[config.mk]
export PLATFORM = sky130hd
export DESIGN_NAME = lcd_init_rom
export DESIGN_NICKNAME = d
export VERILOG_FILES = /design/src/verilog/lcd_pkg.sv /design/src/verilog/lcd_init_rom.sv
export SDC_FILE = /design/constraint.sdc
export NUM_CORES = 1
export LEC_CHECK = 0
export ABC_AREA = 1
export BUFFER_PORTS_ARGS = -buffer_cell sky130_fd_sc_hd__buf_4
export CORE_AREA = 3 3 40 42
export DETAILED_ROUTE_END_ITERATION = 16
export DIE_AREA = 0 0 43 45
export GPL_TIMING_DRIVEN = 0
export PLACE_DENSITY_LB_ADDON = 0.15
export SLEW_MARGIN = 10
export SYNTH_ARGS = -nofsm -noshare
export SYNTH_HDL_FRONTEND = slang
export SYNTH_SLANG_ARGS = --single-unit
export TNS_END_PERCENT = 50
[constraint.sdc]
create_clock -name vclk -period 0.8
set_input_delay 0.12 -clock vclk [all_inputs]
set_output_delay 0.12 -clock vclk [all_outputs]
set_load 0.1 [all_outputs]
[src/verilog/lcd_pkg.sv]
// bus widths, cycle timing, panel command codes and the state, op and bus enums
package lcd_pkg;

    localparam int LCD_DW     = 16;
    localparam int FILL_CNT_W = 16;

    localparam int RESET_CYCLES = 16;                 // panel reset low time
    localparam int RST_CNT_W    = $clog2(RESET_CYCLES);

    localparam int WR_LOW_CYCLES  = 2;
    localparam int WR_HIGH_CYCLES = 2;
    localparam int RD_LOW_CYCLES  = 4;                // data sampled in the last low cycle
    localparam int WR_LEN         = WR_LOW_CYCLES + WR_HIGH_CYCLES;
    localparam int RD_LEN         = RD_LOW_CYCLES + 1;
    localparam int BUS_CNT_W      = $clog2((RD_LEN > WR_LEN) ? RD_LEN : WR_LEN);

    localparam int INIT_LEN = 8;
    localparam int INIT_AW  = $clog2(INIT_LEN);

    // panel commands issued by the controller itself
    localparam logic [LCD_DW-1:0] CMD_MEM_WRITE = 16'h002C;
    localparam logic [LCD_DW-1:0] CMD_READ_ID   = 16'h00D3;

    typedef enum logic [2:0] {
        OP_WR_CMD     = 3'd0,
        OP_WR_DATA    = 3'd1,
        OP_FILL_COUNT = 3'd2,
        OP_FILL       = 3'd3,
        OP_READ_ID    = 3'd4
    } host_op_t;

    typedef enum logic [2:0] {
        ST_RESET,
        ST_INIT,
        ST_IDLE,
        ST_HOST,
        ST_FILL_CMD,
        ST_FILL_PIX,
        ST_ID_CMD,
        ST_ID_READ
    } ctrl_state_t;

    typedef enum logic {
        BUS_WRITE = 1'b0,
        BUS_READ  = 1'b1
    } bus_op_t;

endpackage

[src/verilog/lcd_init_rom.sv]
`timescale 1ns/1ps
// panel init table: register-select flag and word per step
module lcd_init_rom (
    input  logic [lcd_pkg::INIT_AW-1:0] init_step_i,
    output logic                        init_rs_o,
    output logic [lcd_pkg::LCD_DW-1:0]  init_word_o
);

    // rs low for a command, high for one of its parameters
    always_comb begin
        case (init_step_i)
            3'd0: begin
                init_rs_o   = 1'b0;
                init_word_o = 16'h0011;     // sleep out
            end
            3'd1: begin
                init_rs_o   = 1'b0;
                init_word_o = 16'h003A;     // pixel format
            end
            3'd2: begin
                init_rs_o   = 1'b1;
                init_word_o = 16'h0055;     // 16 bits per pixel
            end
            3'd3: begin
                init_rs_o   = 1'b0;
                init_word_o = 16'h0036;     // memory access control
            end
            3'd4: begin
                init_rs_o   = 1'b1;
                init_word_o = 16'h0048;     // column order flipped, bgr
            end
            3'd5: begin
                init_rs_o   = 1'b0;
                init_word_o = 16'h0013;     // normal display mode
            end
            3'd6: begin
                init_rs_o   = 1'b0;
                init_word_o = 16'h0020;     // inversion off
            end
            3'd7: begin
                init_rs_o   = 1'b0;
                init_word_o = 16'h0029;     // display on
            end
            default: begin
                init_rs_o   = 1'b0;
                init_word_o = 16'h0000;     // nop
            end
        endcase
    end

endmodule

After elaboration in Yosys (flattened, before gate mapping)

Memory sizes are Yosys's and may differ from the RTL's.
Index checks and enable logic that the tools add are counted.

Register bits: 0
Latch bits: 0
RAM bits: 0
Bits in read-only memories: 64
Input port bits: 3
Output and inout port bits: 17
Word-level logic and storage cells: 1
Memories kept: 1

Add/sub/neg operators: 0
Multipliers: 0
Divide/modulo/power cells: 0
Magnitude comparators: 0
Eq/ne operators: 0
Shifts and indexed selects: 0
Mux-type cells: 0
Bitwise logic cells: 0
Reductions and logical operators: 0

Memory list:

| name            | words | width | read ports | clocked after Yosys merged registers in | write ports | RTL line           | text |
|---|---|---|---|---|---|---|---|
| (no name shown) | 8     | 8     | 1          | 0                                       | 0           | lcd_init_rom.sv:11 | `case (init_step_i)` |

Logic depth before layout (Yosys ltp)

An unclocked memory read counts as a cell.

Depth in word-level cells: 1
Depth in mapped cells: 5
Mapped depth without buffers: 5

Worst setup path before layout

Ideal clock, no wire load.

Path kind: input -> output
From: input init_step_i[2] in the netlist's numbering
To: output init_word_o[2] in the netlist's numbering
Data arrival time: 1.538 ns
Required time: 0.680 ns
Setup slack: -0.858 ns
Cell stages on the path: 2
Buffers on the path: 1
Path through: buf_2 nor2_1

Word-level cells in the longest chain between the ends: 1

Ends and longest elaborated chain:

| item               | RTL line          | text |
|---|---|---|
| start: declaration | lcd_init_rom.sv:4 | `input logic [lcd_pkg::INIT_AW-1:0] init_step_i,` |
| memory 8 x 8 bit   | --                |  |
| end: declaration   | lcd_init_rom.sv:6 | `output logic [lcd_pkg::LCD_DW-1:0] init_word_o` |

Every way passes these cells.

Final worst setup path

From: input init_step_i[0] in the netlist's numbering
To: output init_word_o[3] in the netlist's numbering

The elaborated chain is that of the path after synthesis.

==> flow_summary.toml <==
[final_layout]
seq_area_um2 = 0
stdcell_count = 72
final_area_um2 = 667
diodes = 0
clkbuf_count = 0
multi_input_area_um2 = 277
area_growth_pct = 233
nFillCells = 111
nFlopsAndLatches = 0
nets = 65
drive_gt1_share_pct = 78.9

[hold_path]
hold_class = "primary input to output pin"

[die]
ios = 20
die_area_um2 = 1940
die_h_um = 45
rows = 13
dieWidth_um = 43
coreArea_um2 = 1280
initial_core_util_pct = 15.6

[sta]
tns_ns = -0.414
fin_crit_sh_pct = 117
finalCriticalPeriod_ns = 0.934
finalHoldViolCount = 0
setup_viol = 6
drv_slew = 0
finalWorstSetupSlack_ns = -0.134
max_clock_freq_ghz = 1.07
rsz0062_at_grt = "yes"
hold_ws_ns = 0.572

[global_routing]
antenna_found_initial = 0
grt_overflow = 0
grt_max_degree = 9
grt_usage_pct = 5.64
grt_pass1_wl_um = 897
first_global_vias = 229

[detailed_routing]
ant_nets = 0
totalWireLength_um = 602
dr.pass1.iters = 1
drc = 0
vias = 250
detail_route.iter0.violations = 0
routed_via_density = 3.47
wl_per_cell_um = 8.36

[logic_synthesis]
synthAdderAreaFrac_pct = 18.8
yosys.area_share.xor_xnor_pct = 0
synth_top_area_share_pct = 37.5
synthCells = 36
synth_cell_type_count = 8
synthMostInstantiatedCell = "nand2_1"
yosysWarnings = 0
synth_seq_area_share_pct = 0
yosysTopAreaCell = "buf_4"
synth_top_family_by_area = "buffers and inverters"
syn_area_um2 = 200
synth_area_per_cell_um2 = 5.56
yosys.area_share.simple_pct = 30.0
synth.area.top_cells = "buf_4 38%, nand2_1 28%, ha_1 19%"
synthMuxAreaShare_pct = 0
synth_compound_area_share_pct = 0
synth_common_cells = "15 x nand2_1, 10 x buf_4, 4 x inv_1"

[place]
dpl-instance-area_um2 = 477
portBuffers = 10
numPlacedInstances = 69
place.gp.congestion = 0.601
dp_hpwl_um = 440

[pwr]
p_leak_uw = 0.000335
p_per_area_nw_per_um2 = 1180
ir_drop_uv = 506

[setup_path]
worstPathRequired_ns = 0.68
path_class = "primary input to output pin"
crit_arrival_ns = 0.81
worstSetupStartpointType = "primary input"
cp-end-kind = "output pin"
cp_max_fo = 3

[run]
cap_violations = 0

[status]
violations = "negative setup slack"
outcome = "complete, but fails checks"
## area by class of cell
cell class         instances  area share, %
well taps                 15           2.81
multi-input cells         28           41.5
repair buffers            13           33.4
plain buffers             11           16.1
inverters                  5           6.19
## per-layer routing
layer  up-vias  track usage [%]  share of wire, %
met2        12             10.8                56
met3         0             1.20                10
met5         -                0                 0
li1        130                -                 -
met1       108             6.90                34
met4         0                0                 0
## worst max-delay path, stage by stage
cell,delay [ns]
buf_12,0.11
inv_8,0.05
ha_4,0.19
inv_2,0.06
nand2_4,0.06
nand2_8,0.05
buf_12,0.16
## metrics by stage
stage	setup slack, ns	total power [µW]	util [%]
after detailed placement	-0.381	642	37.1
after global routing	-0.161	812	51.9
after CTS	-0.136	764	49.3
final	-0.134	787	51.9
after global placement	-0.383	642	37.1
after floorplan	-0.0537	573	-
## path summary, 6_finish.rpt
path	start	to	slack [ns]	cells after the start
hold / removal	init_step_i[2]	init_word_o[2]	0.57	3
setup / recovery	init_step_i[0]	init_word_o[3]	-0.13	7
## power by group
part | switching (µW) | internal [µW]
combinational | 535 | 252
clock | 0 | 0
sequential | 0 | 0
total | 535 | 252
## kinds of logic after synthesis
kind of cell	after synthesis
adder cells (fa/ha/maj)	3
other	1
buffers and inverters	16
AND/OR/NAND/NOR	16
## placed cells by master (no fill, tap or decap)
cell type / netlist / layout
buf_12: 0 / 12
buf_4: 10 / 12
conb_1: 1 / 9
ha_4: 0 / 3
inv_1: 4 / 1
inv_2: 1 / 1
inv_8: 0 / 3
nand2_1: 15 / 2
nand2_2: 0 / 3
nand2_4: 0 / 8
nand2_8: 0 / 2
nor2_4: 0 / 1
## repair_timing
item / 4_1_cts / 5_1_grt
buffers inserted: 1 / 2
pin swaps: 2 / 4
hold buffers: 0 / 0
setup endpoints to repair: 7 / 6
resized for setup: 38 / 5
endpoints found under the hold margin: 0 / 0
(Power assumes the default switching activity.)
