`config.mk`:
```
export PLATFORM = sky130hd
export DESIGN_NAME = lcd_fill_counter
export DESIGN_NICKNAME = d
export VERILOG_FILES = /design/src/verilog/lcd_pkg.sv /design/src/verilog/lcd_fill_counter.sv
export SDC_FILE = /design/constraint.sdc
export NUM_CORES = 1
export LEC_CHECK = 0
export ABC_AREA = 1
export BUFFER_PORTS_ARGS = -buffer_cell sky130_fd_sc_hd__buf_2
export CORE_ASPECT_RATIO = 2
export CORE_MARGIN = 5
export CORE_UTILIZATION = 35
export DETAILED_ROUTE_END_ITERATION = 7
export GPL_ROUTABILITY_DRIVEN = 0
export GPL_TIMING_DRIVEN = 0
export PLACE_DENSITY = 0.57
export SYNTH_ARGS = -nofsm -noshare
export SYNTH_HDL_FRONTEND = slang
export SYNTH_SLANG_ARGS = --single-unit
```
`constraint.sdc`:
```
create_clock -name pclk -period 3 [get_ports pclk]
set_clock_uncertainty 0.2 [all_clocks]
set_input_delay 0.3 -clock pclk [delete_from_list [all_inputs] [get_ports pclk]]
set_output_delay 0.3 -clock pclk [all_outputs]
set_load 0.02 [all_outputs]
```
`src/verilog/lcd_pkg.sv`:
```
// bus widths, cycle timing, panel command codes and the state, op and bus enums
package lcd_pkg;

    localparam int LCD_DW     = 16;
    localparam int FILL_CNT_W = 16;

    localparam int RESET_CYCLES = 16;                 // panel reset low time
    localparam int RST_CNT_W    = $clog2(RESET_CYCLES);

    localparam int WR_LOW_CYCLES  = 2;
    localparam int WR_HIGH_CYCLES = 2;
    localparam int RD_LOW_CYCLES  = 4;                // data sampled in the last low cycle
    localparam int WR_LEN         = WR_LOW_CYCLES + WR_HIGH_CYCLES;
    localparam int RD_LEN         = RD_LOW_CYCLES + 1;
    localparam int BUS_CNT_W      = $clog2((RD_LEN > WR_LEN) ? RD_LEN : WR_LEN);

    localparam int INIT_LEN = 8;
    localparam int INIT_AW  = $clog2(INIT_LEN);

    // panel commands issued by the controller itself
    localparam logic [LCD_DW-1:0] CMD_MEM_WRITE = 16'h002C;
    localparam logic [LCD_DW-1:0] CMD_READ_ID   = 16'h00D3;

    typedef enum logic [2:0] {
        OP_WR_CMD     = 3'd0,
        OP_WR_DATA    = 3'd1,
        OP_FILL_COUNT = 3'd2,
        OP_FILL       = 3'd3,
        OP_READ_ID    = 3'd4
    } host_op_t;

    typedef enum logic [2:0] {
        ST_RESET,
        ST_INIT,
        ST_IDLE,
        ST_HOST,
        ST_FILL_CMD,
        ST_FILL_PIX,
        ST_ID_CMD,
        ST_ID_READ
    } ctrl_state_t;

    typedef enum logic {
        BUS_WRITE = 1'b0,
        BUS_READ  = 1'b1
    } bus_op_t;

endpackage

```
`src/verilog/lcd_fill_counter.sv`:
```
`timescale 1ns/1ps
// pixel fill count: stored count, working down-counter and zero flag
module lcd_fill_counter (
    input  logic                             pclk,
    input  logic                             rst_n,
    input  logic                             cnt_load_i,
    input  logic [lcd_pkg::FILL_CNT_W-1:0]   cnt_value_i,
    input  logic                             cnt_dec_i,
    output logic                             cnt_zero_o
);

    logic [lcd_pkg::FILL_CNT_W-1:0] store_q;   // count from the last OP_FILL_COUNT
    logic [lcd_pkg::FILL_CNT_W-1:0] work_q;    // pixels left in this fill

    always_ff @(posedge pclk) begin
        if (!rst_n) begin
            store_q <= '0;
            work_q  <= '0;
        end else if (cnt_load_i) begin
            store_q <= cnt_value_i;
            work_q  <= cnt_value_i;
        end else if (cnt_dec_i) begin
            work_q <= work_q - 1'b1;
        end else if (work_q == '0) begin
            // drained, rearm so the next fill repeats the same count
            work_q <= store_q;
        end
    end

    // zero is seen for one cycle after the last pixel before the rearm
    assign cnt_zero_o = (work_q == '0);

    // the control must stop writing pixels once the count runs out
    a_no_dec_at_zero: assert property (@(posedge pclk) disable iff (!rst_n)
        cnt_dec_i |-> !cnt_zero_o);

endmodule

```
Word level (Yosys, flattened, before mapping)
Index checks and enable logic that the tools add are counted.

Register bits: 32. Output and inout port bits: 1.

Add/sub/neg operators: 1. Multiplexer cells: 3. Reductions and logical operators: 2.

Operators by type and width (number): $mux W16 (3); $logic_not A16 Y1 (1); $sub A16 B1 Y16 const B (1); $reduce_bool A3 Y1 (1).

Depth between registers and ports, before layout
Gate-level depths: netlist of the first run.

Depth after elaboration: 4. Depth in mapped cells: 10. Mapped depth without buffers: 10.

Worst setup path after synthesis of the first run
Ideal clock, no wire load.

Kind: register to output. From: register work_q[0] (netlist bit). To: output port cnt_zero_o. Arrival: 1.429 ns. Path slack: 1.071 ns. Cell stages (with the launch flop): 7. Buffers on the path: 0. Cells stage by stage: dfxtp_1 inv_1 ha_1 nand2_4 inv_1 nand3_1 nor4_1.

Longest elaborated chain between the ends: 1.

Ends and longest elaborated chain: start: declaration (RTL line lcd_fill_counter.sv:13) `logic [lcd_pkg::FILL_CNT_W-1:0] work_q;`; start signal: assignment (RTL line lcd_fill_counter.sv:21) `work_q <= cnt_value_i;`; start signal: assignment (RTL line lcd_fill_counter.sv:23) `work_q <= work_q - 1'b1;`; start signal: assignment (RTL line lcd_fill_counter.sv:26) `work_q <= store_q;`; $logic_not A16 Y1 (RTL line lcd_fill_counter.sv:31) `assign cnt_zero_o = (work_q == '0);`; end: declaration (RTL line lcd_fill_counter.sv:9) `output logic cnt_zero_o`.

No other way between the ends.

Worst setup path after layout of the first run
Ends and elaborated chain as after synthesis.

==> flow_summary.yaml, run 1 <==
route:
  wire_per_inst_um: 13.3
  avgViaCountPerCell: 4.91
  dr_total_vias: 1808
  routed_wl_um: 4880
  drc: 0
  ant_nets: 0
  dr.pass1.iters: 4
  drtIter0Drc: 79
yosys:
  synth_nets: 304
  synth_xor_xnor_area_share_pct: 0
  yosys_warnings: 0
  yosysUniqueCellTypes: 27
  synth_top_area_share_pct: 35.4
  syn_avg_cell_area_sq_um: 6.39
  yosys.area_share.simple_pct: 37.1
  synth_top_family_by_area: "simple AND/OR/NAND/NOR gates"
  synth-adder-area-share_pct: 0.692
  synth_area_sq_mm: 0.00181
  synth_compound_area_share_pct: 16.9
  synth_mux_area_share_pct: 0
  yosysSeqAreaShare_pct: 35.4
  ys_seq_elements: 32
  synth_top_area_cell: "dfxtp_1"
  synth_top_cells_by_area: "dfxtp_1 (35%), nand2_1 (17%), a21oi_1 (7.5%), nor2_1 (7.1%), o21ai_0 (5.8%)"
  synth_cells: 283
pwr:
  power_density_mw_per_mm2: 524
  power_mw: 1.08
  ir_worst_vdd_v: 0.000281
  leakagePower_nw: 0.995
timing:
  fin_crit_sh_pct: 70.2
  maxSlewHeadroom_pct: 62.7
  tightest_slew_ps: 560
  finalCriticalPeriod_ps: 2100
  slew_violations: 0
  finalSetupViolations: 0
  rsz0062_at_grt: "no"
  fmax_ghz: 0.475
  setup_tns_ps: 0
  hold_viol: 0
cells_and_area:
  utilization_pct: 40.6
  fill_cells: 592
  area_growth_pct: 14.2
  num_antenna_cells: 0
  drive_above_1_share_pct: 16.1
  regArea_sq_um: 641
  mostFrequentLayoutCells: "nand2_1 (83), nor2_1 (34), dfxtp_1 (32)"
  fin_nets: 330
  multiInputGateArea_sq_um: 990
  final_common_cell: "nand2_1"
global_route:
  grt_pass1_vias: 1715
  grt_max_degree: 11
  grt-ovfl-total: 0
  grt_util_all_layers_pct: 15.9
  grt_pass1_wl_um: 8230
  antenna_found_initial: 0
setup_path:
  cp-end-kind: "primary output"
  crit_required_ps: 2500
  crit_type: "reg -> out"
  crit_fanout: 5
  arrival_ps: 1600
  reg2reg_depth: 10
  cp-start-kind: "flop"
cts:
  cts_hold_buf: 0
  clk_latency_ps: 290
  clkTransAtPathRegs_ps: 70
  cts_made_buffers: 5
  ctsRootBufferMaster: "clkbuf_8"
  cts_tree: "yes"
  cts_resized: 0
  clk_path_buf_depth: 2
  h-tree-depth: 2
  cts_setup_buffers: 0
  clock-sinks: 32
status:
  status: "finished clean"
floorplanning:
  rows: 37
  design.die.area_sq_mm: 0.00679
  initial_core_util_pct: 35.5
  fp.dieW_um: 60.8
  coreArea_sq_mm: 0.00509
  ios: 21
  die_y_um: 112
hold_path:
  hp-class: "in -> reg"
  whs_path_depth: 3
place:
  hpwlAfterDp_um: 3840
  portBuffers: 19
job:
  drv_cap: 0
[metrics by stage]
step                hold WS, ps  cell area [sq um]  cells  setup WS (ps)
floorplan                   237               1810    283           1070
global placement            249               1980    360           1160
detailed placement          258               1980    360           1160
CTS                        73.9               2070    368            876
global route               91.1               2070    368            732
finish                     77.8               2070    368            895
[cell families (layout without fill, tap and decap cells)]
family	count (synthesis)	in the layout
AO/OA/AOI/OAI	57	57
adder cells (fa/ha/maj)	1	1
buffers and inverters	38	65
flip-flops	32	32
AND/OR/NAND/NOR	155	155
[power by group]
part           internal, mW  total, mW  switching, mW
combinational        0.0881      0.249          0.161
sequential            0.456      0.481         0.0250
clock                 0.187      0.353          0.166
[cell type report]
type / instances / area share (%)
tap: 58 / 3.51
sequential: 32 / 31.0
buffer: 9 / 3.21
multi-input combinational: 213 / 47.9
clock buffer: 8 / 4.36
timing repair buffer: 19 / 4.60
inverter: 29 / 5.45
[synthesized netlist by cell type, drive strengths merged]
library cell and n:
buf 6, nand3 19, ha 1, o21ai 24
nand4 2, a21boi 2, clkbuf 3, inv 27
dfxtp 32, nand2 88, o221ai 2, clkinv 2
nor3 1, nor2 44, nor4 1, a21oi 29
[metal layers]
metal / track usage, % / wire, um / up-vias
met1: 18.2 / 2020 / 801
met5: 0 / 0 / -
met2: 28.1 / 2600 / 38
li1: - / - / 960
met3: 2.20 / 153 / 9
met4: 6.37 / 112 / 0
[flip-flops by register name, indices dropped and copies added (netlist names)]
signal and count:
work_q 16, store_q 16
[worst paths after layout]
kind / from / end / slack, ps
max: work_q[0] / cnt_zero_o / 900
min: cnt_value_i[1] / store_q[1] / 80
min reg2reg: store_q[2] / store_q[2] / 270
max reg2reg: work_q[0] / work_q[15] / 1160
[worst max-delay path, cell delays in order (launching register included)]
cell and delay (ps):
dfxtp_1 340, inv_1 80, ha_1 210, nand2_4 100
inv_1 80, nand3_1 100, nor4_1 200, buf_2 220
(Power assumes the default switching activity.)
==> run 2, diff against run 1 <==
--- a/config.mk
+++ b/config.mk
@@ -5,7 +5,7 @@
 export SDC_FILE = /design/constraint.sdc
 export NUM_CORES = 1
 export LEC_CHECK = 0
-export ABC_AREA = 1
+export ABC_AREA = 0
 export BUFFER_PORTS_ARGS = -buffer_cell sky130_fd_sc_hd__buf_2
 export CORE_ASPECT_RATIO = 2
 export CORE_MARGIN = 5
@@ -13,7 +13,7 @@
 export DETAILED_ROUTE_END_ITERATION = 7
 export GPL_ROUTABILITY_DRIVEN = 0
 export GPL_TIMING_DRIVEN = 0
-export PLACE_DENSITY = 0.57
+export PLACE_DENSITY = 0.58
 export SYNTH_ARGS = -nofsm -noshare
 export SYNTH_HDL_FRONTEND = slang
 export SYNTH_SLANG_ARGS = --single-unit
==> constraint.sdc (replaced) <==
create_clock -name pclk -period 2.2 [get_ports pclk]
set_clock_uncertainty 0.2 [all_clocks]
set_input_delay 0.22 -clock pclk [delete_from_list [all_inputs] [get_ports pclk]]
set_output_delay 0.22 -clock pclk [all_outputs]
set_load 0.02 [all_outputs]
==> run 2 against run 1 <==
- critical path type unchanged
- register-to-register slack lost 1100 ps
- the flow now finishes with violations (negative setup slack)
- wire length grew 8.4%
- highest routed layer unchanged
- clock power grew 33%
- cell count shrank 16%
==> flow_summary.yaml, run 2 <==
setup_path:
  arrival_ps: 1840
  crit_fanout: 7
  rrSetupSlack_ps: 60
  crit_required_ps: 1780
  r2r-end: "work_q[10]"
  cp-start-kind: "flop"
  reg2reg_depth: 7
  r2r_start: "work_q[0]"
  cp-end-kind: "primary output"
  crit_type: "reg -> out"
yosys:
  synth_top_flop_cell: "dfxtp_1"
  ys_seq_elements: 32
  synth_top_cells_by_area: "dfxtp_1 (37%), nand2_1 (5.0%), mux2i_1 (4.6%), nor2_1 (4.3%), a21oi_1 (3.8%)"
  synth-adder-area-share_pct: 0.724
  yosysUniqueCellTypes: 50
  synth_edf_count: 0
  synth_area_sq_mm: 0.00173
  yosys.area_share.simple_pct: 23.5
  synth_cells: 210
  async_flop_share_pct: 0
  synth_compound_area_share_pct: 27.4
  synth_top_area_share_pct: 37.0
  yosysSeqAreaShare_pct: 37.0
  synth_top_family_by_area: "compound AO/OA/AOI/OAI gates"
  synthTopCellsByCount: "dfxtp_1 (32), nand2_1 (23), nor2_1 (20), a21oi_1 (13), clkbuf_1 (10)"
  yosys.cell_count.top_type: "dfxtp_1"
  synth_top_area_cell: "dfxtp_1"
  yosys_warnings: 0
  syn_avg_cell_area_sq_um: 8.23
  synth_nets: 231
  synth_xor_xnor_area_share_pct: 1.52
  synth_mux_area_share_pct: 4.63
route:
  ant_nets: 0
  dr.pass1.iters: 4
  dr_total_vias: 1766
  routed_wl_um: 5290
  drtIter0Drc: 77
  drc: 0
  wire_per_inst_um: 17.1
  avgViaCountPerCell: 5.70
global_route:
  grt_pass1_wl_um: 8780
  grt_pass1_vias: 1800
  grt_util_all_layers_pct: 17.8
  grt_max_degree: 11
  grt-ovfl-total: 0
  antenna_found_initial: 0
pwr:
  leakagePower_nw: 0.837
  p_sw_share_pct: 30.8
  p_seq_share_pct: 44.3
  power_density_mw_per_mm2: 688
  p_int_mw: 1.06
  share_comb_of_total_power_pct: 24.9
  power_mw: 1.53
  power.share.clock_pct: 30.9
  power_switching_mw: 0.470
  ir_worst_vdd_v: 0.000489
floorplanning:
  initial_core_util_pct: 35.9
  coreArea_sq_mm: 0.00482
  design.die.area_sq_mm: 0.00653
  rows: 36
  fp.dieW_um: 59.7
  die_y_um: 109
  ios: 21
timing:
  finalSetupViolations: 1
  tightest_slew_ps: 634
  hold_viol: 0
  rsz0062_at_grt: "yes"
  fmax_ghz: 0.443
  maxSlewHeadroom_pct: 57.3
  holdWs_ps: 5.09
  finalWorstSetupSlack_ps: -55.7
  finalCriticalPeriod_ps: 2260
  fin_crit_sh_pct: 103
  slew_violations: 0
cells_and_area:
  final_common_cell: "dfxtp_1"
  reg.largest.list: "store_q x16, work_q x16"
  mostFrequentLayoutCells: "dfxtp_1 (28), nand2_1 (23), buf_2 (20)"
  final_area_sq_mm: 0.00222
  fin_nets: 273
  utilization_pct: 46.1
  drive_above_1_share_pct: 22.5
  area_growth_pct: 28.4
  num_antenna_cells: 0
  instances_no_fill: 310
hold_path:
  worstHoldEndpoint: "store_q[6]"
  whs_path_depth: 3
  hp-class: "in -> reg"
  min-delay-start: "cnt_value_i[6]"
status:
  status: "finished, violations left"
  violations: "negative setup slack"
cts:
  clock-sinks: 32
  cts_made_buffers: 5
  h-tree-depth: 2
  ctsRootBufferMaster: "clkbuf_8"
  cts_tree: "yes"
  clkTransAtPathRegs_ps: 70
  clk_latency_ps: 280
  clk_path_buf_depth: 2
place:
  hpwlAfterDp_um: 3810
  portBuffers: 20
  place_inst: 287
  placed_area_sq_mm: 0.00190
job:
  drv_cap: 0
[run 2: cell types whose count changed after synthesis, sizes merged, moves of 4 or more]
cell    previous run  this run
nand2             88        23
nor2              44        20
inv               27         5
nand3             19         1
a21oi             29        13
o21ai             24         9
mux2i              0         8
a31oi              0         7
clkbuf             3        10
nor3               1         8
nor4               1         7
a211oi             0         4
a22o               0         4
[run 2: logic make-up after synthesis]
group,Yosys count
adders and majority gates,1
DFF,32
and+or+nand+nor,79
buffers and inverters,21
xor gates and xnor gates,3
AOI/OAI and AO/OA,66
muxes,8
[run 2: worst max-delay path by stage]
stage                from    endpoint  slack (ps)  depth (start not counted)
2_1_floorplan   work_q[0]  work_q[10]         110                          7
3_3_place_gp   work_q[12]   work_q[9]        -230                          4
3_5_place_dp   work_q[12]   work_q[6]        -240                          4
4_1_cts         work_q[0]  cnt_zero_o         -90                          7
5_1_grt         work_q[4]  cnt_zero_o         -90                          6
6_report        work_q[8]  cnt_zero_o         -60                          4
[run 2: worst max-delay path: stages (launching register included)]
cell and delay [ps]:
dfxtp_2 370, or4_4 570, nor4_4 310, and2_4 190
buf_6 110
[run 2: cell type report]
type / instances / area (sq um)
tap: 57 / 71.3
inverter: 5 / 21.3
clock buffer: 8 / 90.1
timing repair buffer: 35 / 239
buffer: 16 / 80.1
fill: 481 / 2600
multi-input combinational: 157 / 1070
sequential: 32 / 651
[run 2: power by group through the flow]
stage	Combinational (mW)	Sequential (mW)	Clock (mW)
floorplan	0.233	0.667	0
global placement	0.313	0.679	0
detailed placement	0.316	0.680	0
CTS	0.351	0.670	0.487
global route	0.418	0.681	0.511
finish	0.380	0.677	0.471
[run 2: what timing repair did]
action	in CTS	in global routing
gates resized for setup	12	15
endpoints found under the hold margin	8	0
hold buffers	8	0
endpoints found under the setup margin	15	8
setup buffers	4	3
pin swaps	2	3
[run 2: metrics by stage]
stage | setup slack [ps] | setup TNS [ps]
5_1_grt | -92.8 | -118
2_1_floorplan | 114 | 0
3_5_place_dp | -236 | -2180
3_3_place_gp | -228 | -1930
4_1_cts | -91.9 | -91.9
6_report | -55.7 | -55.7
[run 2: routing by layer]
layer / GRT usage [%] / routed length (um) / vias up
met4: 7.45 / 91 / 0
met1: 19.2 / 2070 / 839
met3: 2.35 / 155 / 8
met2: 33.0 / 2980 / 29
met5: 0 / 0 / -
li1: - / - / 890
