## config.mk

```make
export PLATFORM = sky130hd
export DESIGN_NAME = lcd_seq_ctrl
export DESIGN_NICKNAME = d
export VERILOG_FILES = /design/src/verilog/lcd_pkg.sv /design/src/verilog/lcd_seq_ctrl.sv
export SDC_FILE = /design/constraint.sdc
export NUM_CORES = 1
export LEC_CHECK = 0
export ABC_AREA = 1
export BUFFER_PORTS_ARGS = -buffer_cell sky130_fd_sc_hd__buf_2
export CAP_MARGIN = 20
export CORE_MARGIN = 5
export CORE_UTILIZATION = 53
export DETAILED_ROUTE_END_ITERATION = 12
export MAX_ROUTING_LAYER = met4
export PLACE_DENSITY = 0.8
export SYNTH_ARGS = -nofsm -noshare
export SYNTH_HDL_FRONTEND = slang
export SYNTH_SLANG_ARGS = --single-unit
```

## constraint.sdc

```tcl
create_clock -name pclk -period 6.26 [get_ports pclk]
set_input_delay 0.313 -clock pclk [delete_from_list [all_inputs] [get_ports pclk]]
set_output_delay 0.313 -clock pclk [all_outputs]
set_load 0.05 [all_outputs]
```

## src/verilog/lcd_pkg.sv

```systemverilog
// bus widths, cycle timing, panel command codes and the state, op and bus enums
package lcd_pkg;

    localparam int LCD_DW     = 16;
    localparam int FILL_CNT_W = 16;

    localparam int RESET_CYCLES = 16;                 // panel reset low time
    localparam int RST_CNT_W    = $clog2(RESET_CYCLES);

    localparam int WR_LOW_CYCLES  = 2;
    localparam int WR_HIGH_CYCLES = 2;
    localparam int RD_LOW_CYCLES  = 4;                // data sampled in the last low cycle
    localparam int WR_LEN         = WR_LOW_CYCLES + WR_HIGH_CYCLES;
    localparam int RD_LEN         = RD_LOW_CYCLES + 1;
    localparam int BUS_CNT_W      = $clog2((RD_LEN > WR_LEN) ? RD_LEN : WR_LEN);

    localparam int INIT_LEN = 8;
    localparam int INIT_AW  = $clog2(INIT_LEN);

    // panel commands issued by the controller itself
    localparam logic [LCD_DW-1:0] CMD_MEM_WRITE = 16'h002C;
    localparam logic [LCD_DW-1:0] CMD_READ_ID   = 16'h00D3;

    typedef enum logic [2:0] {
        OP_WR_CMD     = 3'd0,
        OP_WR_DATA    = 3'd1,
        OP_FILL_COUNT = 3'd2,
        OP_FILL       = 3'd3,
        OP_READ_ID    = 3'd4
    } host_op_t;

    typedef enum logic [2:0] {
        ST_RESET,
        ST_INIT,
        ST_IDLE,
        ST_HOST,
        ST_FILL_CMD,
        ST_FILL_PIX,
        ST_ID_CMD,
        ST_ID_READ
    } ctrl_state_t;

    typedef enum logic {
        BUS_WRITE = 1'b0,
        BUS_READ  = 1'b1
    } bus_op_t;

endpackage

```

## src/verilog/lcd_seq_ctrl.sv

```systemverilog
`timescale 1ns/1ps
// control FSM: panel reset delay, init playback, host ops, pixel fill and ID read
module lcd_seq_ctrl (
    input  logic                              pclk,
    input  logic                              rst_n,
    input  logic                              cmd_valid_i,
    input  lcd_pkg::host_op_t                 cmd_op_i,
    input  logic [lcd_pkg::LCD_DW-1:0]        cmd_data_i,
    input  logic                              init_rs_i,
    input  logic [lcd_pkg::LCD_DW-1:0]        init_word_i,
    input  logic                              cnt_zero_i,
    input  logic                              bus_done_i,
    input  logic [lcd_pkg::LCD_DW-1:0]        bus_rdata_i,
    output logic                              busy_o,
    output logic [lcd_pkg::LCD_DW-1:0]        rd_data_o,
    output logic                              rd_valid_o,
    output logic                              lcd_rst_o,
    output logic                              lcd_bl_o,
    output logic [lcd_pkg::INIT_AW-1:0]       init_step_o,
    output logic                              cnt_load_o,
    output logic [lcd_pkg::FILL_CNT_W-1:0]    cnt_value_o,
    output logic                              cnt_dec_o,
    output logic                              bus_start_o,
    output lcd_pkg::bus_op_t                  bus_op_o,
    output logic                              bus_rs_o,
    output logic [lcd_pkg::LCD_DW-1:0]        bus_wdata_o
);

    lcd_pkg::ctrl_state_t            state;
    logic [lcd_pkg::RST_CNT_W-1:0]   rst_cnt;
    logic [lcd_pkg::LCD_DW-1:0]      color_q;    // fill color
    logic                            pend;       // writer cycle open
    logic                            id_dummy;   // first read after READ_ID is thrown away
    logic                            bus_free;

    assign busy_o    = (state != lcd_pkg::ST_IDLE);
    assign bus_free  = !pend && !bus_start_o;
    assign cnt_dec_o = (state == lcd_pkg::ST_FILL_PIX) && bus_done_i;   // one per pixel

    task automatic issue(input lcd_pkg::bus_op_t op, input logic rs,
                         input logic [lcd_pkg::LCD_DW-1:0] word);
        bus_start_o <= 1'b1;
        bus_op_o    <= op;
        bus_rs_o    <= rs;
        bus_wdata_o <= word;
    endtask

    always_ff @(posedge pclk) begin
        bus_start_o <= 1'b0;
        cnt_load_o  <= 1'b0;
        rd_valid_o  <= 1'b0;
        if (!rst_n) begin
            state       <= lcd_pkg::ST_RESET;
            rst_cnt     <= '0;
            init_step_o <= '0;
            pend        <= 1'b0;
            id_dummy    <= 1'b0;
            lcd_rst_o   <= 1'b0;
            lcd_bl_o    <= 1'b0;
        end else begin
            if (bus_start_o) begin
                pend <= 1'b1;
            end else if (bus_done_i) begin
                pend <= 1'b0;
            end
            case (state)
                lcd_pkg::ST_RESET: begin
                    if (rst_cnt == lcd_pkg::RST_CNT_W'(lcd_pkg::RESET_CYCLES - 1)) begin
                        lcd_rst_o <= 1'b1;
                        state     <= lcd_pkg::ST_INIT;
                    end else begin
                        rst_cnt <= rst_cnt + 1'b1;
                    end
                end
                lcd_pkg::ST_INIT: begin
                    if (bus_done_i) begin
                        if (init_step_o == lcd_pkg::INIT_AW'(lcd_pkg::INIT_LEN - 1)) begin
                            lcd_bl_o <= 1'b1;       // table done, backlight on
                            state    <= lcd_pkg::ST_IDLE;
                        end else begin
                            init_step_o <= init_step_o + 1'b1;
                        end
                    end else if (bus_free) begin
                        issue(lcd_pkg::BUS_WRITE, init_rs_i, init_word_i);
                    end
                end
                lcd_pkg::ST_IDLE: begin
                    if (cmd_valid_i) begin
                        case (cmd_op_i)
                            lcd_pkg::OP_WR_CMD, lcd_pkg::OP_WR_DATA: begin
                                issue(lcd_pkg::BUS_WRITE, cmd_op_i == lcd_pkg::OP_WR_DATA,
                                      cmd_data_i);
                                state <= lcd_pkg::ST_HOST;
                            end
                            lcd_pkg::OP_FILL_COUNT: begin
                                cnt_load_o  <= 1'b1;
                                cnt_value_o <= cmd_data_i;
                                state       <= lcd_pkg::ST_HOST;
                            end
                            lcd_pkg::OP_FILL: begin
                                color_q <= cmd_data_i;
                                issue(lcd_pkg::BUS_WRITE, 1'b0, lcd_pkg::CMD_MEM_WRITE);
                                state   <= lcd_pkg::ST_FILL_CMD;
                            end
                            lcd_pkg::OP_READ_ID: begin
                                issue(lcd_pkg::BUS_WRITE, 1'b0, lcd_pkg::CMD_READ_ID);
                                state <= lcd_pkg::ST_ID_CMD;
                            end
                            default: state <= lcd_pkg::ST_IDLE;   // unknown op dropped
                        endcase
                    end
                end
                lcd_pkg::ST_HOST: begin
                    if (bus_free) begin
                        state <= lcd_pkg::ST_IDLE;
                    end
                end
                lcd_pkg::ST_FILL_CMD: begin
                    if (bus_done_i) begin
                        if (cnt_zero_i) begin
                            state <= lcd_pkg::ST_IDLE;   // empty fill writes only the command
                        end else begin
                            issue(lcd_pkg::BUS_WRITE, 1'b1, color_q);
                            state <= lcd_pkg::ST_FILL_PIX;
                        end
                    end
                end
                lcd_pkg::ST_FILL_PIX: begin
                    // counter has taken the decrement by the time the bus is free
                    if (bus_free) begin
                        if (cnt_zero_i) begin
                            state <= lcd_pkg::ST_IDLE;
                        end else begin
                            issue(lcd_pkg::BUS_WRITE, 1'b1, color_q);
                        end
                    end
                end
                lcd_pkg::ST_ID_CMD: begin
                    if (bus_free) begin
                        issue(lcd_pkg::BUS_READ, 1'b1, '0);
                        id_dummy <= 1'b1;
                        state    <= lcd_pkg::ST_ID_READ;
                    end
                end
                lcd_pkg::ST_ID_READ: begin
                    if (bus_done_i) begin
                        if (id_dummy) begin
                            id_dummy <= 1'b0;
                        end else begin
                            rd_data_o  <= bus_rdata_i;
                            rd_valid_o <= 1'b1;
                            state      <= lcd_pkg::ST_IDLE;
                        end
                    end else if (bus_free) begin
                        issue(lcd_pkg::BUS_READ, 1'b1, '0);   // the real ID word
                    end
                end
                default: state <= lcd_pkg::ST_IDLE;
            endcase
        end
    end

    // start only once the writer has closed the previous cycle
    a_start_after_done: assert property (@(posedge pclk) disable iff (!rst_n)
        bus_start_o |-> !pend);

    // a command during a busy state starts nothing and latches nothing
    a_busy_cmd_dropped: assert property (@(posedge pclk) disable iff (!rst_n)
        (cmd_valid_i && busy_o) |=> ($stable(color_q) && !cnt_load_o &&
            (state == $past(state) ||
             !(state inside {lcd_pkg::ST_HOST, lcd_pkg::ST_FILL_CMD, lcd_pkg::ST_ID_CMD}))));

endmodule

```

* Word-level counts from Yosys, hierarchy flattened
Index checks and enable logic that the tools add are counted.
** Cells by class
- Add/subtract/negate cells :: 2
- Multiply operators :: 0
- Div/mod/pow operators :: 0
- $lt $le $gt $ge :: 0
- Equality and inequality tests :: 31
- Shift-type cells :: 0
- Mux-type cells :: 58
- Bitwise operators :: 3
- Reduce and logical (&&, ||, !) cells :: 28
** Operators by type and width (number)
- 16-bit two-way mux :: 8
- 16-bit case mux with 6 select lines :: 1
- 16-bit case mux with 3 select lines :: 1
- 3-bit two-way mux :: 12
- 2-bit inequality test (second input constant) :: 15
- 1-bit two-way mux :: 29
- 9-bit AND reduction :: 3
- 3-bit case mux with 8 select lines :: 1
- 3-bit == test (second input constant) :: 6
- 3-bit AND reduction :: 5
- 3-bit by 2-bit == test with 1-bit output (second input constant) :: 4
- 1-bit case mux with 6 select lines :: 2
- 4-bit AND reduction :: 3
- 11-bit AND reduction :: 1
- 3-bit case mux with 3 select lines :: 1
- 3-bit by 1-bit == test with 1-bit output (second input constant) :: 2
- 3-bit zero test :: 2
- 6-bit nonzero test :: 1
- 2-bit OR reduction :: 3
- 1-bit case mux with 5 select lines :: 1
- 4-bit by 1-bit adder with 4-bit output (second input constant) :: 1
- 4-bit == test (second input constant) :: 1
- 4-bit inequality test (second input constant) :: 1
- 1-bit case mux with 2 select lines :: 2
- other kinds (10) :: 16
** Word-level totals
- Flip-flop bits (word level) :: 83
- Bits in latches :: 0
- RAM bits :: 0
- Bits in read-only memories :: 0
- Output and inout port bits :: 60
- Memories :: 0

* Longest topological paths before layout
- Depth in word-level cells :: 5
- Depth in mapped cells :: 10
- Gate-level depth less buffers :: 10

* Least setup slack after synthesis
No wires, ideal clock.
- Path type :: register to register
- Start :: register state[1]
- End :: register rd_data_o[0] in the netlist's numbering (enable)
- Setup time :: 0.430 ns
- Arrival time :: 2.308 ns
- Slack :: 3.522 ns
- Stages on the path, launching flop included :: 5
- Buffers on the path :: 0
- Period minus slack after synthesis :: 2.738 ns
- Cell sequence :: dfxtp_1 -> nand2_1 -> nor2_1 -> inv_1 -> nor4_1
** On the way
- Word-level cells in the longest chain between the ends :: 2
** Ends and longest elaborated chain
- start: declaration :: line lcd_seq_ctrl.sv:29 : lcd_pkg::ctrl_state_t state;
- start signal: assignment :: line lcd_seq_ctrl.sv:53 : state <= lcd_pkg::ST_RESET;
- start signal: assignment :: line lcd_seq_ctrl.sv:70 : state <= lcd_pkg::ST_INIT;
- start signal: assignment :: line lcd_seq_ctrl.sv:79 : state <= lcd_pkg::ST_IDLE;
- 3-bit == test :: line lcd_seq_ctrl.sv:66 : case (state)
- 4-bit AND reduction (no line)
- end signal: assignment :: line lcd_seq_ctrl.sv:150 : rd_data_o <= bus_rdata_i;
- end: declaration :: line lcd_seq_ctrl.sv:15 : output logic [lcd_pkg::LCD_DW-1:0] rd_data_o,
Every way passes these cells.
A chain may end at the register's enable or synchronous reset.

* Worst setup path in the final report
- Start :: register state[0]
- End :: register color_q[10] in the netlist's numbering (enable)
** On the way
- Word-level cells in the longest chain between the ends :: 2
** Ends and longest elaborated chain
- 3-bit by 2-bit == test with 1-bit output :: line lcd_seq_ctrl.sv:66
- 4-bit AND reduction (no line)
- end signal: assignment :: line lcd_seq_ctrl.sv:101 : color_q <= cmd_data_i;
- end: declaration :: line lcd_seq_ctrl.sv:31 : logic [lcd_pkg::LCD_DW-1:0] color_q;
Every way passes these cells.

==> results.yml <==
grt:
  grtUsageTotal_pct: 20.74
  antenna_found_initial: 0
  overflow: 0
  grt_max_degree: 20
  grt_pass1_vias: 2635
  grt_first_pass_wirelength_microns: 12080
clock_network:
  clk_latency_ns: 0.35
  cts_buffer_depth: 2
  cts_sinks: 83
  postCtsSetupRepairBufs: 0
  numCtsBuffers: 9
  cts_resized: 0
  ctsHoldBuffers: 0
  cts_max_level: 3
  clk_pin_slew_ns: 0.08
  cts_tree: "built"
  clock-root-buffer: "clkbuf_8"
floorplanning:
  ios: 117
  die_x_microns: 89.57
  dieArea_sq_mm: 0.008023
  num_rows: 29
  die_h_microns: 89.57
  coreArea_sq_mm: 0.006241
  start_util_pct: 53.77
timing:
  fin_setup_tns_ns: 0
  setup_viol: 0
  finalCritPeriodShare_pct: 40.46
  period_needed_ns: 2.533
  finalMaxSlewViolations: 0
  hold_violations: 0
  fmax_mhz: 394.8
  clock_skew_ns: 0.01342
  max_slew.worst_pin.slew_ns: 0.7733
  rsz0062_at_grt: "false"
  relSlewSlack_pct: 48.39
critical_path:
  r2r_setup_slack_ns: 3.73
  crit_chain: "inv_1 -> nand2_1 -> nor2_2 -> nand3_1 -> nor2_1 -> buf_6"
  r2r-start: "state[0]$_SDFFE_PN0P_"
  cpPeakStageDelay_ns: 0.59
  worstPathBufferInverterCount: 2
  worstPathRequired_ns: 6.33
  setup.worst_path.start_class: "flip-flop"
  cp_max_fo: 19
  crit_slowest_cell: "nor2_2"
  startpoint: "state[0]$_SDFFE_PN0P_"
  arrival_ns: 2.60
  endpoint_kind: "flip-flop"
  path_class: "reg2reg"
  cp_top_family: "simple AND/OR/NAND/NOR gates"
power_and_ir_drop:
  powerDensity_mw_per_mm2: 385.1
  ir_drop_v: 0.0002321
  leakagePower_nw: 1.834
logic_synthesis:
  synth_top_cell_area_share_pct: 59.06
  syn_area_sq_mm: 0.003356
  syn_area_per_cell_sq_um: 11.00
  ys_seq_area_share_pct: 69.20
  yosysWarnings: 0
  ys_top_cells_by_area: "edfxtp_1 59%, dfxtp_1 10%, nand2_1 7.4%"
  async_flop_share_pct: 0
  synth_top_area_cell: "edfxtp_1"
  syn_inst: 305
  yosys-top-cells-count: "66 x edfxtp_1, 66 x nand2_1, 38 x nand3_1"
  ys.flop_type: "edfxtp_1"
  synth_seq_cells: 83
  syn_nets: 365
  ys_types: 26
  synth_edf_count: 66
detailed_routing:
  vias: 2699
  drc: 0
  wl_per_cell_microns: 15.43
  via_per_inst: 5.261
  ant_nets: 0
  drt_first_iter_violations: 205
  routed_wl_microns: 7916
  drt_pass1_iterations: 5
place:
  gp_congestion: 0.8457
  port_buffers: 116
  dpl.hpwl_microns: 5994
  dp.cells: 497
  dpl_cell_area_sq_mm: 0.004051
run_status:
  outcome: "finished clean"
final_layout:
  final_nets: 491
  drive_gt1_share_pct: 33.26
  final_area_sq_mm: 0.004242
  area_growth_pct: 26.40
  final_cells: 513
  diodes: 0
  fillers: 478
flow_run:
  drv_cap: 0
hold_path:
  min_from: "bus_rdata_i[6]"
  worstHoldPathType: "in2reg"
==> stage by stage <==
stage | total power, mW | utilization [%] | worst slack, ns | hold slack (ns)
floorplan | 1.135 | - | 3.522 | 0.3923
global placement | 1.255 | 64.55 | 3.533 | 0.4596
detailed placement | 1.272 | 64.92 | 3.729 | 0.4562
CTS | 1.642 | 67.96 | 3.722 | 0.1241
global route | 1.718 | 67.96 | 3.508 | 0.1155
finish | 1.633 | 67.96 | 3.727 | 0.1392
==> registers in the layout, indices dropped and copies added (netlist names), 3 cells and up <==
name / count
state: 3
rd_data_o: 16
init_step_o: 3
rst_cnt: 4
color_q: 16
cnt_value_o: 16
bus_wdata_o: 16
==> worst paths after layout <==
kind / endpoint / cells past startpoint
worst max-delay path: color_q[10]$_DFFE_PP_ / 6
worst min-delay path: rd_data_o[6]$_DFFE_PP_ / 1
worst max register to register: color_q[10]$_DFFE_PP_ / 6
worst min register to register: lcd_bl_o$_SDFFE_PN0P_ / 2
==> per-layer routing <==
| metal | track usage (%) | share of wire, % |
|---|---|---|
| met1 | 24.20 | 40 |
| met3 | 6.113 | 9.1 |
| met4 | 7.307 | 1.8 |
| met2 | 34.18 | 49 |
| met5 | - | 0 |
==> placed cells by master, fill, tap and decap left out, types with 4 or more instances in the layout <==
cell type and n:
edfxtp_1 66, nor2_2 4, buf_2 116, nor2_1 35
clkinv_1 4, dfxtp_1 17, nor3_1 6, nand3_1 38
clkbuf_8 9, inv_1 22, o21ai_0 12, a21oi_1 7
nand2_1 66
==> cell type report <==
cell class / count / area [sq um] / area share [%]
clock buffers: 9 / 123.9 / 2.920
clock inverters: 7 / 66.31 / 1.563
inverters: 25 / 93.84 / 2.212
multi-input cells: 192 / 920.9 / 21.71
flip-flops and latches: 83 / 2322 / 54.75
well taps: 77 / 96.34 / 2.271
repair buffers: 120 / 618.1 / 14.57
==> worst reg2reg max path: stages, from the launching register on <==
cell and delay [ns]:
dfxtp_1 0.37, inv_1 0.13, nand2_1 0.09, nor2_2 0.59, nand3_1 0.27, nor2_1 0.57
buf_6 0.24
==> where the power goes <==
group / switching (mW) / total (mW) / internal, mW
clock: 0.192 / 0.375 / 0.182
sequential: 0.0400 / 0.723 / 0.683
combinational: 0.405 / 0.536 / 0.131
total: 0.637 / 1.63 / 0.996
==> cell families (layout without fill, tap and decap cells) <==
logic type	Yosys count	after routing	share of synthesized area, %
flip-flops	83	83	69.20
AND/OR/NAND/NOR	160	160	20.77
AO/OA/AOI/OAI	29	29	5.071
buffers and inverters	30	161	3.840
adder cells (fa/ha/maj)	3	3	1.119
(Power assumes the default switching activity.)
